## src/design/mips_pkg.sv

```systemverilog
package mips_pkg;

	//////////////////////////////
	// Sizes
	//////////////////////////////
	localparam int XLEN    = 32;
	localparam int REG_AW  = 5;
	localparam int IMEM_AW = 6;
	localparam int DMEM_AW = 6;

	// Primary opcodes
	localparam logic [5:0] OP_RTYPE = 6'h00;
	localparam logic [5:0] OP_ADDIU = 6'h09;
	localparam logic [5:0] OP_LW    = 6'h23;
	localparam logic [5:0] OP_SW    = 6'h2B;
	localparam logic [5:0] OP_BEQ   = 6'h04;
	localparam logic [5:0] OP_J     = 6'h02;
	localparam logic [5:0] OP_HALT  = 6'h3F;

	// R-type function codes
	localparam logic [5:0] FN_ADDU = 6'h21;
	localparam logic [5:0] FN_SUBU = 6'h23;
	localparam logic [5:0] FN_AND  = 6'h24;
	localparam logic [5:0] FN_OR   = 6'h25;
	localparam logic [5:0] FN_SLT  = 6'h2A;

	//////////////////////////////
	// Instruction word
	//////////////////////////////
	typedef struct packed {
		logic [5:0]        op;
		logic [REG_AW-1:0] rs;
		logic [REG_AW-1:0] rt;
		logic [REG_AW-1:0] rd;
		logic [4:0]        shamt;
		logic [5:0]        funct;
	} r_view_t;

	// J target is {rs, rt, imm16} of this view
	typedef struct packed {
		logic [5:0]        op;
		logic [REG_AW-1:0] rs;
		logic [REG_AW-1:0] rt;
		logic [15:0]       imm16;
	} i_view_t;

	typedef union packed {
		r_view_t r_view;
		i_view_t i_view;
	} instr_u;

	//////////////////////////////
	// Control fields
	//////////////////////////////
	typedef enum logic [2:0] {
		ALU_ADD,
		ALU_SUB,
		ALU_AND,
		ALU_OR,
		ALU_SLT
	} alu_op_e;

	typedef struct packed {
		alu_op_e alu_op;
		logic    alu_src_imm;
		logic    reg_dst_rd;
	} exec_ctrl_t;

	typedef struct packed {
		logic mem_read;
		logic mem_write;
		logic branch;
	} mem_ctrl_t;

	typedef struct packed {
		logic reg_write;
		logic mem_to_reg;
	} wb_ctrl_t;

	//////////////////////////////
	// Stage registers
	//////////////////////////////
	typedef struct packed {
		logic            valid;
		logic [XLEN-1:0] pc_plus4;
		instr_u          instr;
	} if_id_t;

	typedef struct packed {
		logic              valid;
		logic              halt;
		logic [XLEN-1:0]   pc_plus4;
		logic [XLEN-1:0]   reg1;
		logic [XLEN-1:0]   reg2;
		logic [XLEN-1:0]   imm_ext;
		logic [REG_AW-1:0] rs;
		logic [REG_AW-1:0] rt;
		logic [REG_AW-1:0] rd;
		exec_ctrl_t        ex_ctrl;
		mem_ctrl_t         mem_ctrl;
		wb_ctrl_t          wb_ctrl;
	} id_ex_t;

	typedef struct packed {
		logic              valid;
		logic              halt;
		logic [XLEN-1:0]   branch_target;
		logic              zero;
		logic [XLEN-1:0]   alu_out;
		logic [XLEN-1:0]   store_data;
		logic [REG_AW-1:0] write_reg;
		mem_ctrl_t         mem_ctrl;
		wb_ctrl_t          wb_ctrl;
	} ex_mem_t;

	// Also the write-back and forwarding bus
	typedef struct packed {
		logic              valid;
		logic              halt;
		logic [REG_AW-1:0] write_reg;
		logic [XLEN-1:0]   write_data;
		logic              reg_write;
	} mem_wb_t;

	// Ports
	typedef struct packed {
		logic [IMEM_AW-1:0] addr;
		logic [XLEN-1:0]    data;
	} prog_write_t;

	typedef struct packed {
		logic            taken;
		logic [XLEN-1:0] target;
	} redirect_t;

endpackage

```

## src/design/instruction_fetch.sv

```systemverilog
`timescale 1ns/1ps

module instruction_fetch (
	input  logic                  clk,
	input  logic                  rst,
	input  logic                  debug_flag,
	input  logic                  prog_req,
	input  mips_pkg::prog_write_t prog_wr,
	input  logic                  stall,
	input  mips_pkg::redirect_t   jump,
	input  mips_pkg::redirect_t   branch,
	output logic                  prog_ack,
	output mips_pkg::if_id_t      if_id,
	output logic [31:0]           pc
);
	import mips_pkg::*;

	logic [XLEN-1:0] imem [2**IMEM_AW];
	instr_u          fetch_word;
	logic            halt_seen;

	assign fetch_word = imem[pc[IMEM_AW+1:2]];

	//////////////////////////////
	// Program load, four-phase
	//////////////////////////////
	always_ff @(posedge clk) begin
		if (debug_flag && prog_req && !prog_ack)
			imem[prog_wr.addr] <= prog_wr.data;
	end

	// Ack follows req one cycle later, both edges
	always_ff @(posedge clk) begin
		if (rst)
			prog_ack <= 1'b0;
		else
			prog_ack <= debug_flag && prog_req;
	end

	//////////////////////////////
	// Next pc and IF/ID
	//////////////////////////////
	always_ff @(posedge clk) begin
		if (rst || debug_flag) begin
			pc          <= '0;
			if_id.valid <= 1'b0;
			halt_seen   <= 1'b0;
		end else if (branch.taken) begin
			pc          <= branch.target;
			if_id.valid <= 1'b0;
			halt_seen   <= 1'b0;
		end else if (jump.taken) begin
			pc          <= jump.target;
			if_id.valid <= 1'b0;
			halt_seen   <= 1'b0;
		end else if (stall) begin
			// Hold pc and IF/ID
		end else if (halt_seen) begin
			if_id.valid <= 1'b0;
		end else begin
			if_id.valid    <= 1'b1;
			if_id.pc_plus4 <= pc + 32'd4;
			if_id.instr    <= fetch_word;
			// Park on HALT until redirected or reset
			if (fetch_word.r_view.op == OP_HALT)
				halt_seen <= 1'b1;
			else
				pc <= pc + 32'd4;
		end
	end

endmodule

```

## config.mk

```make
export PLATFORM = sky130hd
export DESIGN_NAME = instruction_fetch
export DESIGN_NICKNAME = d
export VERILOG_FILES = /design/src/design/mips_pkg.sv /design/src/design/instruction_fetch.sv
export SDC_FILE = /design/constraint.sdc
export NUM_CORES = 2
export LEC_CHECK = 0
export ABC_AREA = 0
export BUFFER_PORTS_ARGS = -buffer_cell sky130_fd_sc_hd__buf_2
export CAP_MARGIN = 20
export CORE_ASPECT_RATIO = 1.1
export CORE_UTILIZATION = 50
export DETAILED_ROUTE_END_ITERATION = 10
export PLACE_DENSITY = 0.79
export SLEW_MARGIN = 30
export SYNTH_ARGS = -nofsm -noshare
export SYNTH_HDL_FRONTEND = slang
export SYNTH_SLANG_ARGS = --single-unit
```

## constraint.sdc

```tcl
create_clock -name clk -period 6.2 [get_ports clk]
set_input_delay 0.62 -clock clk [delete_from_list [all_inputs] [get_ports clk]]
set_output_delay 0.62 -clock clk [all_outputs]
set_load 0.02 [all_outputs]
```

==> impl_metrics.py <==
metrics = {
    "outcome": {
        "outcome": "completed",
    },
    "yosys": {
        "ys_warn_count": 0,
        "synth_enable_flop_cells": 2112,
        "yosysTopAreaCell": "edfxtp_1",
        "ys_ff_latch": 2153,
        "seq_area_frac_synth_pct": 77.72,
        "ys_types": 51,
        "synthTopCellsByCount": "edfxtp_1, mux4_2, nor2_1",
        "synthCells": 3484,
        "netlist_top_cells_area": "edfxtp_1, mux4_2, dfxtp_1, mux2i_1, nor2_1",
        "ys.flop_type": "edfxtp_1",
        "async_flop_share_pct": 0,
        "synth_top_area_share_pct": 76.73,
        "syn_area_um2": 82650,
        "avgSynthCellArea_um2": 23.72,
        "syn_nets": 3594,
        "synth.most_common_cell": "edfxtp_1",
    },
    "layout": {
        "layout-drive-gt1-share_pct": 33.63,
        "fin_cells": 6194,
        "area_growth_pct": 13.09,
        "fillers": 11090,
        "fin_nets": 3934,
    },
    "job": {
        "maxCapViolations": 0,
    },
    "sta": {
        "fin_ws_ns": 1.711,
        "setup_tns_ns": 0,
        "rsz0062_at_grt": "no",
        "fin_crit_ns": 4.489,
        "maxSlewHeadroom_pct": 25.63,
        "slew_viol_final": 0,
        "period_share_pct": 72.41,
        "max_freq_ghz": 0.2228,
        "hold_viol_final": 0,
        "setup_viol": 0,
        "skew_ns": 0.03256,
        "hold_ws_ns": 0.05499,
        "worst_slew_pin_slew_ns": 1.113,
    },
    "power_and_ir_drop": {
        "ir_drop_mv": 0.2532,
        "swShare_pct": 21.11,
        "power_density_nw_per_um2": 309.0,
        "switchingPower_mw": 6.098,
        "comb_power_share_pct": 4.4,
        "leakagePower_nw": 28.40,
        "seqPwrFrac_pct": 55.6,
        "power.clock.fraction_pct": 40.0,
        "internal-power_mw": 22.78,
    },
    "global_routing": {
        "track_usage_pct": 26.47,
        "antenna_found_initial": 11,
        "grt_overflow": 0,
        "grt_max_degree": 160,
        "grt_pass1_wl_um": 309100,
        "grt_pass1_vias": 42000,
    },
    "critical_path": {
        "crit_fanout": 45,
        "reg2reg_depth": 10,
        "cp_cell_sequence": "buf_12 > buf_4 > mux4_2 > nand3_1 > and3_1 > a221oi_1 > a41o_2 > buf_4 > nand3_1 > o31ai_2",
        "worst-path-stages": 10,
        "timing.critical_path.buf_inv": 3,
        "cp_slowest_cell": "a41o_2",
        "crit_path_start_kind": "flop",
        "arrival_ns": 5.23,
        "r2r_setup_slack_ns": 1.71,
        "path_class": "flop to flop",
        "path_delay_family": "compound AO/OA/AOI/OAI gates",
        "end_kind": "flop",
        "slowest_delay_ns": 0.81,
        "required_ns": 6.94,
    },
    "routing": {
        "wl_per_cell_um": 36.07,
        "via_count": 41020,
        "routed_wl_um": 223400,
        "drtIter0Drc": 6109,
        "ant_nets": 0,
        "drc": 0,
        "routed_via_density": 6.622,
        "dr.pass1.iters": 5,
    },
    "floorplanning": {
        "core_region_area_um2": 164200,
        "die_h_um": 428.4,
        "start_util_pct": 50.35,
        "die-area_um2": 166900,
        "die_w_um": 389.7,
        "ios": 207,
        "num_rows": 156,
    },
    "worst_hold_path": {
        "hold_class": "input port to flop",
        "hold_depth": 3,
    },
    "clocking": {
        "insertion_delay_ns": 0.85,
        "cts_max_level": 4,
        "cts_resized": 0,
        "cts_setup_buffers": 0,
        "cts-buffers-inserted": 189,
        "cts_tree": "done",
        "cts_root_buf": "clkbuf_16",
        "cts.path.max_buffers": 3,
        "clk_pin_slew_ns": 0.06,
        "clkSinkCount": 2153,
    },
    "placement": {
        "place_hpwl_um": 116500,
        "dp_slack_ns": 1.739,
        "gp_congestion": 0.8508,
        "port_buffers": 206,
        "dp.cells": 5836,
    },
}
-- sequential cells by signal, indices dropped and copies added (netlist names), named ones only --
signal,flops
if_id,65
imem,2048
pc,32
halt_seen,1
prog_ack,1
-- area by class of cell --
class,count,area (um^2),share of cell area [%]
Clock buffer,230,5030,5.381
Antenna cell,6,15.01,0.01606
Sequential cell,2153,64260,68.75
Tap cell,2212,2768,2.961
Multi-Input combinational cell,1133,17890,19.14
Clock inverter,113,928.4,0.9933
Inverter,8,30.03,0.03213
Timing Repair Buffer,339,2546,2.724
-- worst paths after layout --
check / from / endpoint
worst max register to register: flop / pc[23]
worst max-delay path: flop / pc[23]
worst min register to register: pc[0] / if_id[32]
worst min-delay path: branch[0] / pc[0]
-- cells in the final DEF, fill, tap and decap left out, types with 6 or more instances in the layout --
cell        count
buf_12          6
buf_2         175
diode_2         6
inv_1           7
bufinv_16      11
xor2_1          9
o31ai_2        10
buf_16         17
and3_1          6
mux2_2         13
a22oi_1         7
a211oi_1        7
o31ai_1        20
o21ai_0        22
clkinvlp_4      7
buf_4         135
mux2i_1        78
nor2_1         48
mux4_2        630
dfxtp_1        35
nor3_1         15
clkinv_2       37
a21oi_1        30
edfxtp_1     2112
nor2b_1         6
nand3_1        41
clkinv_1       45
nor2_4         64
clkbuf_1       32
clkbuf_16     194
xnor2_1        19
nand2_1        50
nand4_1         8
-- power groups by stage --
stage / Clock [mW] / Combinational [mW] / Sequential (mW)
5_1_grt: 12.1 / 1.32 / 16.1
6_report: 11.5 / 1.26 / 16.1
3_5_place_dp: 0 / 1.22 / 16.4
3_3_place_gp: 0 / 1.18 / 16.4
2_1_floorplan: 0 / 0.751 / 16.4
4_1_cts: 11.6 / 1.24 / 16.1
-- stage by stage --
| stage | area (um^2) | total power, mW | utilization (%) |
|---|---|---|---|
| 2_1_floorplan | 82650 | 17.12 | - |
| 3_3_place_gp | 86880 | 17.56 | 52.93 |
| 3_5_place_dp | 87210 | 17.61 | 53.13 |
| 4_1_cts | 93190 | 28.91 | 56.77 |
| 5_1_grt | 93460 | 29.47 | 56.93 |
| 6_report | 93470 | 28.88 | 56.94 |
-- worst register-to-register path, cell delays in order, from the launching register on --
cell and delay [ns]:
dfxtp_4 0.76, buf_12 0.38, buf_4 0.58, mux4_2 0.35
nand3_1 0.09, and3_1 0.25, a221oi_1 0.51, a41o_2 0.82
buf_4 0.40, nand3_1 0.16, o31ai_2 0.10
-- logic make-up (layout without fill, tap and decap cells) --
| group | count (synthesis) | after routing | share of synthesized area, % |
|---|---|---|---|
| compound gates | 119 | 119 | 1.005 |
| xor+xnor | 28 | 28 | 0.2967 |
| fa+ha+maj | 1 | 1 | 0.01514 |
| buf+inv | 198 | 690 | 1.223 |
| flops | 2153 | 2153 | 77.72 |
| mux | 721 | 721 | 18.29 |
| other cells | 0 | 6 | 0 |
| simple gates | 264 | 264 | 1.447 |
-- metal layers --
layer  vias up  routed length (um)  track usage [%]
met5         -                  40                0
met4         6               12240            12.51
met2      3502              112000            44.21
li1      15600                   -                -
met3       672               26790            6.384
met1     21240               72350            32.60
-- repair_timing --
action,in CTS,in global routing
hold buffers,2,0
hold endpoints to repair,2,0
endpoints found under the setup margin,0,0
(Power assumes the default switching activity.)
