<file path="config.mk">
export PLATFORM = sky130hd
export DESIGN_NAME = execute
export DESIGN_NICKNAME = d
export VERILOG_FILES = /design/src/design/mips_pkg.sv /design/src/design/execute.sv
export SDC_FILE = /design/constraint.sdc
export NUM_CORES = 1
export LEC_CHECK = 0
export BUFFER_PORTS_ARGS = -buffer_cell sky130_fd_sc_hd__buf_2
export CORE_ASPECT_RATIO = 1.75
export CORE_MARGIN = 8
export CORE_UTILIZATION = 30
export CTS_CLUSTER_DIAMETER = 200
export DETAILED_ROUTE_END_ITERATION = 8
export GPL_ROUTABILITY_DRIVEN = 0
export PLACE_DENSITY = 0.55
export SLEW_MARGIN = 20
export SYNTH_ARGS = -nofsm -noshare
export SYNTH_HDL_FRONTEND = slang
export SYNTH_SLANG_ARGS = --single-unit
export TNS_END_PERCENT = 5
</file>
<file path="constraint.sdc">
create_clock -name clk -period 13 [get_ports clk]
set_input_delay 0 -clock clk [delete_from_list [all_inputs] [get_ports clk]]
set_output_delay 0 -clock clk [all_outputs]
set_load 0.05 [all_outputs]
</file>
<file path="src/design/mips_pkg.sv">
package mips_pkg;

	//////////////////////////////
	// Sizes
	//////////////////////////////
	localparam int XLEN    = 32;
	localparam int REG_AW  = 5;
	localparam int IMEM_AW = 6;
	localparam int DMEM_AW = 6;

	// Primary opcodes
	localparam logic [5:0] OP_RTYPE = 6'h00;
	localparam logic [5:0] OP_ADDIU = 6'h09;
	localparam logic [5:0] OP_LW    = 6'h23;
	localparam logic [5:0] OP_SW    = 6'h2B;
	localparam logic [5:0] OP_BEQ   = 6'h04;
	localparam logic [5:0] OP_J     = 6'h02;
	localparam logic [5:0] OP_HALT  = 6'h3F;

	// R-type function codes
	localparam logic [5:0] FN_ADDU = 6'h21;
	localparam logic [5:0] FN_SUBU = 6'h23;
	localparam logic [5:0] FN_AND  = 6'h24;
	localparam logic [5:0] FN_OR   = 6'h25;
	localparam logic [5:0] FN_SLT  = 6'h2A;

	//////////////////////////////
	// Instruction word
	//////////////////////////////
	typedef struct packed {
		logic [5:0]        op;
		logic [REG_AW-1:0] rs;
		logic [REG_AW-1:0] rt;
		logic [REG_AW-1:0] rd;
		logic [4:0]        shamt;
		logic [5:0]        funct;
	} r_view_t;

	// J target is {rs, rt, imm16} of this view
	typedef struct packed {
		logic [5:0]        op;
		logic [REG_AW-1:0] rs;
		logic [REG_AW-1:0] rt;
		logic [15:0]       imm16;
	} i_view_t;

	typedef union packed {
		r_view_t r_view;
		i_view_t i_view;
	} instr_u;

	//////////////////////////////
	// Control fields
	//////////////////////////////
	typedef enum logic [2:0] {
		ALU_ADD,
		ALU_SUB,
		ALU_AND,
		ALU_OR,
		ALU_SLT
	} alu_op_e;

	typedef struct packed {
		alu_op_e alu_op;
		logic    alu_src_imm;
		logic    reg_dst_rd;
	} exec_ctrl_t;

	typedef struct packed {
		logic mem_read;
		logic mem_write;
		logic branch;
	} mem_ctrl_t;

	typedef struct packed {
		logic reg_write;
		logic mem_to_reg;
	} wb_ctrl_t;

	//////////////////////////////
	// Stage registers
	//////////////////////////////
	typedef struct packed {
		logic            valid;
		logic [XLEN-1:0] pc_plus4;
		instr_u          instr;
	} if_id_t;

	typedef struct packed {
		logic              valid;
		logic              halt;
		logic [XLEN-1:0]   pc_plus4;
		logic [XLEN-1:0]   reg1;
		logic [XLEN-1:0]   reg2;
		logic [XLEN-1:0]   imm_ext;
		logic [REG_AW-1:0] rs;
		logic [REG_AW-1:0] rt;
		logic [REG_AW-1:0] rd;
		exec_ctrl_t        ex_ctrl;
		mem_ctrl_t         mem_ctrl;
		wb_ctrl_t          wb_ctrl;
	} id_ex_t;

	typedef struct packed {
		logic              valid;
		logic              halt;
		logic [XLEN-1:0]   branch_target;
		logic              zero;
		logic [XLEN-1:0]   alu_out;
		logic [XLEN-1:0]   store_data;
		logic [REG_AW-1:0] write_reg;
		mem_ctrl_t         mem_ctrl;
		wb_ctrl_t          wb_ctrl;
	} ex_mem_t;

	// Also the write-back and forwarding bus
	typedef struct packed {
		logic              valid;
		logic              halt;
		logic [REG_AW-1:0] write_reg;
		logic [XLEN-1:0]   write_data;
		logic              reg_write;
	} mem_wb_t;

	// Ports
	typedef struct packed {
		logic [IMEM_AW-1:0] addr;
		logic [XLEN-1:0]    data;
	} prog_write_t;

	typedef struct packed {
		logic            taken;
		logic [XLEN-1:0] target;
	} redirect_t;

endpackage

</file>
<file path="src/design/execute.sv">
`timescale 1ns/1ps

module execute (
	input  logic              clk,
	input  logic              rst,
	input  logic              debug_flag,
	input  mips_pkg::id_ex_t  id_ex,
	input  mips_pkg::mem_wb_t wb,
	input  logic              flush,
	output mips_pkg::ex_mem_t ex_mem
);
	import mips_pkg::*;

	logic [XLEN-1:0] fwd_a;
	logic [XLEN-1:0] fwd_b;
	logic [XLEN-1:0] op_b;
	logic [XLEN-1:0] alu_out;
	ex_mem_t         ex_mem_d;

	//////////////////////////////
	// Forwarding, youngest first
	//////////////////////////////
	function automatic logic [XLEN-1:0] forward(input logic [REG_AW-1:0] src,
			input logic [XLEN-1:0] reg_val);
		if (src == '0)
			return reg_val;
		if (ex_mem.valid && ex_mem.wb_ctrl.reg_write && ex_mem.write_reg == src)
			return ex_mem.alu_out;
		if (wb.valid && wb.reg_write && wb.write_reg == src)
			return wb.write_data;
		return reg_val;
	endfunction

	always_comb begin
		fwd_a = forward(id_ex.rs, id_ex.reg1);
		fwd_b = forward(id_ex.rt, id_ex.reg2);
		op_b  = id_ex.ex_ctrl.alu_src_imm ? id_ex.imm_ext : fwd_b;
	end

	// ALU
	always_comb begin
		case (id_ex.ex_ctrl.alu_op)
			ALU_ADD: alu_out = fwd_a + op_b;
			ALU_SUB: alu_out = fwd_a - op_b;
			ALU_AND: alu_out = fwd_a & op_b;
			ALU_OR:  alu_out = fwd_a | op_b;
			ALU_SLT: alu_out = {31'd0, $signed(fwd_a) < $signed(op_b)};
			default: alu_out = '0;
		endcase
	end

	always_comb begin
		ex_mem_d.valid         = id_ex.valid;
		ex_mem_d.halt          = id_ex.halt;
		ex_mem_d.branch_target = id_ex.pc_plus4 + {id_ex.imm_ext[29:0], 2'b00};
		ex_mem_d.zero          = (alu_out == '0);
		ex_mem_d.alu_out       = alu_out;
		// SW data is rt after forwarding
		ex_mem_d.store_data    = fwd_b;
		ex_mem_d.write_reg     = id_ex.ex_ctrl.reg_dst_rd ? id_ex.rd : id_ex.rt;
		ex_mem_d.mem_ctrl      = id_ex.mem_ctrl;
		ex_mem_d.wb_ctrl       = id_ex.wb_ctrl;
	end

	always_ff @(posedge clk) begin
		ex_mem <= ex_mem_d;
		if (rst || debug_flag || flush)
			ex_mem.valid <= 1'b0;
	end

endmodule

</file>
==> results of run 1 <==
## report_power, final
part | total, W | leakage (nW) | switching [W] | internal, W
Sequential | 0.000401 | 0.916 | 0.0000241 | 0.000377
Clock | 0.000292 | 0.144 | 0.000154 | 0.000137
Combinational | 0.000685 | 5.12 | 0.000467 | 0.000218
## per-stage QoR
step,area (um2),worst slack (ns),cells,utilization
finish,13500,6.384,2181,0.3850
CTS,13480,6.436,2172,0.3844
detailed placement,12510,6.472,2089,0.3568
floorplan,10630,7.600,1388,-
global placement,12510,6.534,2089,0.3568
global route,13500,5.933,2181,0.3850
## cells by family after synthesis
group,count (synthesis),synth area share
adders and majority gates,128,0.1527
xor gates and xnor gates,64,0.05271
DFF,109,0.2052
AOI/OAI and AO/OA,506,0.3356
muxes,12,0.01306
buffers and inverters,223,0.08166
and+or+nand+nor,346,0.1591
## layer usage
layer,global-route usage,part of all wire
met5,0,0
met4,0.1492,0.059
met3,0.02600,0.065
met2,0.4306,0.53
met1,0.2287,0.34
## area by class of cell
type | instances | area share
Inverter | 142 | 0.03947
Clock buffer | 9 | 0.01668
Multi-Input combinational cell | 1056 | 0.5629
Timing Repair Buffer | 384 | 0.1692
Tap cell | 465 | 0.04309
Antenna cell | 9 | 0.001668
Sequential cell | 109 | 0.1616
Clock inverter | 7 | 0.005374
## final timing paths
kind               from         end  slack (ns)  depth (start not counted)
max           ex_mem[8]  ex_mem[74]        6.38                         23
min              wb[23]  ex_mem[32]        0.01                          4
max reg2reg   ex_mem[8]  ex_mem[74]        6.38                         23
min reg2reg  ex_mem[44]  ex_mem[12]        0.67                          3
## synth_stat cells, drive strengths merged, types with 9 or more instances
cell type	number
o22a	96
xnor2	42
and3	13
o21a	11
nand2	102
or3	9
o21bai	19
o31ai	13
ha	125
o21ai	87
nor2b	14
a21o	16
clkbuf	62
inv	141
nor2	90
dfxtp	109
nand2b	13
nor4	16
xor2	22
nand3	24
o22ai	43
buf	19
o211ai	16
a31oi	19
a211oi	30
nor3	24
a21oi	89
nand4	13
## worst max-delay path, stage by stage, from the launching register on
cell	delay [ns]
dfxtp_1	0.34
xor2_1	0.17
nor4_1	0.34
nand4_1	0.13
buf_4	0.30
nand2b_1	0.14
buf_4	0.42
o22a_1	0.22
o22ai_1	0.09
o21ai_0	0.39
ha_1	0.33
inv_1	0.09
fa_1	0.46
nand2b_1	0.22
a211oi_2	0.29
o21ai_0	0.26
a211oi_1	0.60
o21a_1	0.18
o31ai_1	0.09
a2111oi_0	0.44
nand4b_1	0.37
a2111oi_4	0.39
nand4b_1	0.16
nor3_2	0.11
## placed cells by master (no fill, tap or decap), drive strengths merged, types with 6 or more instances in the layout
| master | n |
|---|---|
| a2111oi | 7 |
| diode | 9 |
| nand2 | 102 |
| and3 | 13 |
| o211ai | 16 |
| o22a | 96 |
| o2111ai | 7 |
| nor2 | 90 |
| xnor2 | 42 |
| o21bai | 19 |
| o22ai | 43 |
| dfxtp | 109 |
| a21o | 16 |
| mux2i | 6 |
| nor4 | 16 |
| ha | 125 |
| or3 | 9 |
| nor2b | 14 |
| a211oi | 30 |
| clkbuf | 9 |
| nor3 | 24 |
| nand3 | 24 |
| o21ai | 87 |
| nand2b | 13 |
| nand4 | 13 |
| o21a | 11 |
| a21oi | 89 |
| buf | 317 |
| a31oi | 19 |
| inv | 146 |
| xor2 | 22 |
| dlygate4sd3 | 67 |
| o31ai | 13 |
==> results.json, run 1 <==
{
  "status": "completed",
  "grt_pass1_wl_mm": 72.75,
  "routed_wl_mm": 49.85,
  "leakagePower_nw": 6.180,
  "cts_hold_buf": 67,
  "crit_type": "flip-flop to flip-flop",
  "die-area_um2": 41960,
  "power_w": 0.001378,
  "cts_made_buffers": 9,
  "antenna_left": 0,
  "synth-seq-area-share": 0.2052,
  "worst_pin_slew_ns": 1.120,
  "die_height_um": 265.1,
  "fin_crit_ns": 6.616,
  "grt.total_usage": 0.2283,
  "wl_per_cell_um": 22.86,
  "nNetsFinal": 2029,
  "synth_edf_count": 0,
  "die_w_um": 158.3,
  "peakVddDrop_uv": 65.81,
  "tns_ns": 0,
  "regMostFlops": "ex_mem",
  "grt_max_degree": 71,
  "reg_top3": "ex_mem (109)",
  "start_kind": "flip-flop",
  "clk_path_buf_depth": 2,
  "syn_area_um2": 10630,
  "cp-end-kind": "flip-flop",
  "setup_viol": 0,
  "synthArstFlopShare": 0,
  "grt_pass1_vias": 12190,
  "std_cell_rows": 91,
  "yosysWarnings": 0,
  "min_path_type": "primary input to flip-flop",
  "holdWs_ns": 0.01071,
  "syn-num-nets": 1715,
  "finalCritPeriodShare": 0.5089,
  "synthFlopType": "dfxtp_1",
  "core_area_um2": 35070,
  "timing.fmax_ghz": 0.1511,
  "critPathRequiredTime_ns": 13.30,
  "yosys-top-cells-area": "dfxtp_1, ha_1, o22a_1, inv_1, a21oi_1",
  "drv_slew": 0,
  "yosys.area.top_type": "dfxtp_1",
  "grt-ovfl-total": 0,
  "p_per_area_nw_per_um2": 102.0,
  "tritoncts": "built",
  "yosys.cell_types.count": 84,
  "arrival_ns": 6.92,
  "io_pins": 308,
  "synth_seq_cells": 109,
  "drt_iter0_markers": 883,
  "io_buffers": 306,
  "antenna_found_initial": 9,
  "drive_above_1_share": 0.2168,
  "clockRootBuffer": "clkbuf_16",
  "cts.clk_slew.worst_paths_ns": 0.09,
  "seq_area_um2": 2182,
  "num_vias": 12160,
  "final_hold_viol_count": 0,
  "slew_headroom": 0.2525,
  "cts-resized-gates": 0,
  "largest_reg_flops": 109,
  "drc": 0,
  "rsz0062_at_grt": "false",
  "htreeDepth": 3,
  "synth_top_area_frac": 0.2052,
  "vias_per_cell": 5.575,
  "critPathMaxFanout": 34,
  "area_growth_pct": 26.98,
  "fin_skew_ns": 0.01066,
  "multiInputGateArea_um2": 7601,
  "fillCellCount": 3765,
  "first_pass_iters": 5,
  "cts.sinks": 109,
  "start_util": 0.3032,
  "drv_cap": 0,
  "cts_setup_buffers": 0,
  "netlist_instances": 1388,
  "syn_avg_cell_area_um2": 7.661,
  "clk_latency_ns": 0.37,
  "place_hpwl_mm": 39.82
}
No activity file was read; power rests on OpenSTA's default activity.
==> run 2, diff against run 1 <==
- PLACE_DENSITY: 0.55 -> 0.57
- clock period: 13 -> 5.9 ns (I/O delays scaled with it)
==> results.json, run 2 (same netlist as run 1, synthesis figures left out) <==
{
  "internal_power_w": 0.001637,
  "antenna_found_initial": 5,
  "antenna_left": 0,
  "critPathRequiredTime_ns": 6.21,
  "vias_per_cell": 5.486,
  "p_per_area_nw_per_um2": 222.3,
  "p_clk_frac": 0.213,
  "cp_slowest_stage_delay_ns": 0.51,
  "worst_pin_slew_ns": 1.092,
  "final_cell_mix": "buf_2, inv_1, ha_1, dfxtp_1, nand2_1",
  "grt_pass1_vias": 12400,
  "final_hold_viol_count": 0,
  "sw_frac_of_total": 0.4649,
  "drt_iter0_markers": 978,
  "clockRootBuffer": "clkbuf_16",
  "power_frac_comb": 0.499,
  "die_w_um": 158.3,
  "io_buffers": 306,
  "cts_setup_buffers": 0,
  "drv_slew": 0,
  "leakagePower_nw": 6.351,
  "drv_cap": 0,
  "start_util": 0.3032,
  "finalCritPeriodShare": 0.9545,
  "hold_depth": 4,
  "peakVddDrop_uv": 145.5,
  "wl_per_cell_um": 21.43,
  "place_hpwl_mm": 38.66,
  "crit_family": "simple AND/OR/NAND/NOR gates",
  "r2r_end": "ex_mem[74]",
  "r2r-start": "ex_mem[8]",
  "htreeDepth": 3,
  "critPathMaxFanout": 21,
  "p_sw_w": 0.001422,
  "drc": 0,
  "slew_headroom": 0.2713,
  "std_cell_rows": 91,
  "cts.clk_slew.worst_paths_ns": 0.09,
  "drive_above_1_share": 0.2321,
  "grt_max_degree": 68,
  "final_common_cell": "buf_2",
  "first_pass_iters": 8,
  "fin_crit_ns": 5.632,
  "min_path_type": "primary input to flip-flop",
  "nNetsFinal": 2063,
  "grt.total_usage": 0.2181,
  "die_height_um": 265.1,
  "multiInputGateArea_um2": 7601,
  "tns_ns": 0,
  "cp_num_buf_inv": 2,
  "layout_setup_ws_ns": 0.2683,
  "regMostFlops": "ex_mem",
  "cts_made_buffers": 9,
  "cts.sinks": 109,
  "io_pins": 308,
  "start_kind": "flip-flop",
  "core_area_um2": 35070,
  "rsz0062_at_grt": "false",
  "status": "completed",
  "num_vias": 12120,
  "p_seq_frac": 0.288,
  "die-area_um2": 41960,
  "tritoncts": "built",
  "grt_pass1_wl_mm": 70.72,
  "dp_slack_ns": 0.3252,
  "arrival_ns": 5.94,
  "timing.fmax_ghz": 0.1776,
  "crit_type": "flip-flop to flip-flop",
  "ff2ff_setup_slack_ns": 0.27,
  "setup_viol": 0,
  "fillCellCount": 3712,
  "ff2ff_path_depth": 20,
  "cp_slowest_cell": "or3b_2",
  "crit_chain": "xor2_1 > nor4_1 > nand4_1 > buf_4 > buf_4 > o22a_1 > o22ai_1 > o21ai_1 > ha_1 > fa_1 > xor2_1 > o21ai_0 > a211oi_1 > a311oi_1 > or3b_2 > nor3_1 > nand4b_1 > a2111oi_4 > nand4b_1 > nor3_2",
  "area_growth_pct": 29.43,
  "hold_path_end": "ex_mem[19]",
  "grt-ovfl-total": 0,
  "clk_path_buf_depth": 2,
  "fin_util": 0.3925,
  "reg_top3": "ex_mem (109)",
  "worstHoldStart": "wb[10]",
  "cp-end-kind": "flip-flop",
  "seq_area_um2": 2182,
  "routed_wl_mm": 47.37,
  "fin_skew_ns": 0.01357,
  "largest_reg_flops": 109,
  "clk_latency_ns": 0.37
}
[run 2: changes by cell type in the layout (fill, tap and decap cells not counted)]
| cell | delta |
|---|---|
| buf_4 | +33 |
| buf_12 | +1 |
| clkinv_8 | +1 |
| diode_2 | -5 |
| o21ai_0 | -1 |
| o21ai_1 | +1 |
| clkinvlp_4 | -1 |
| clkinv_2 | +1 |
| inv_6 | -1 |
[run 2: power by group through the flow]
stage | Clock [W] | Combinational [W] | Sequential, W
2_1_floorplan | 0 | 0.000692 | 0.00122
3_3_place_gp | 0 | 0.00146 | 0.000896
3_5_place_dp | 0 | 0.00147 | 0.000897
4_1_cts | 0.000666 | 0.00151 | 0.000880
5_1_grt | 0.000692 | 0.00163 | 0.000892
6_report | 0.000651 | 0.00153 | 0.000881
[run 2: area by class of cell]
type | instances | area share
multi-input combinational | 1056 | 0.5523
timing repair buffer | 418 | 0.1855
sequential | 109 | 0.1585
tap | 465 | 0.04227
inverter | 142 | 0.03873
clock buffer | 9 | 0.01636
clock inverter | 7 | 0.005636
antenna | 4 | 0.0007273
[run 2: what timing repair did]
| action | 4_1_cts | 5_1_grt |
|---|---|---|
| setup endpoints to repair | 0 | 1 |
| hold endpoints to repair | 50 | 0 |
| hold buffers | 67 | 0 |
| gates resized for setup | 0 | 1 |
[run 2: metal layers]
metal	vias to the layer above	track usage	routed length [um]
met5	-	0	13
met4	2	0.1403	2941
met3	139	0.02340	3212
met2	567	0.4040	24460
met1	5650	0.2263	16750
li1	5765	-	-
[run 2: how the worst max path moves through the flow]
stage / from / to / slack [ns] / depth (start not counted)
floorplan: ex_mem[8] / ex_mem[74] / 0.50 / 22
global placement: ex_mem[8] / ex_mem[74] / 0.36 / 20
detailed placement: ex_mem[8] / ex_mem[74] / 0.33 / 21
CTS: ex_mem[8] / ex_mem[74] / 0.28 / 20
global route: ex_mem[8] / ex_mem[74] / 0.04 / 20
finish: ex_mem[8] / ex_mem[74] / 0.27 / 20
[run 2: through the flow]
step	std cells	total power, W	area, um2	hold slack (ns)
global route	2210	0.003215	13760	0.02023
global placement	2123	0.002355	12780	0.1019
floorplan	1388	0.001909	10630	0.02772
CTS	2206	0.003058	13750	0.001426
detailed placement	2123	0.002364	12780	0.1036
finish	2210	0.003059	13760	0.005267
[run 2: worst register-to-register path: cells and delay by family (launching register included)]
family                   cells  cell delay, ns
AO/OA/AOI/OAI                7            1.74
XOR/XNOR                     2            0.37
adder cells (fa/ha/maj)      2            0.76
buffers and inverters        2            0.44
flip-flops                   1            0.35
AND/OR/NAND/NOR              7            1.92
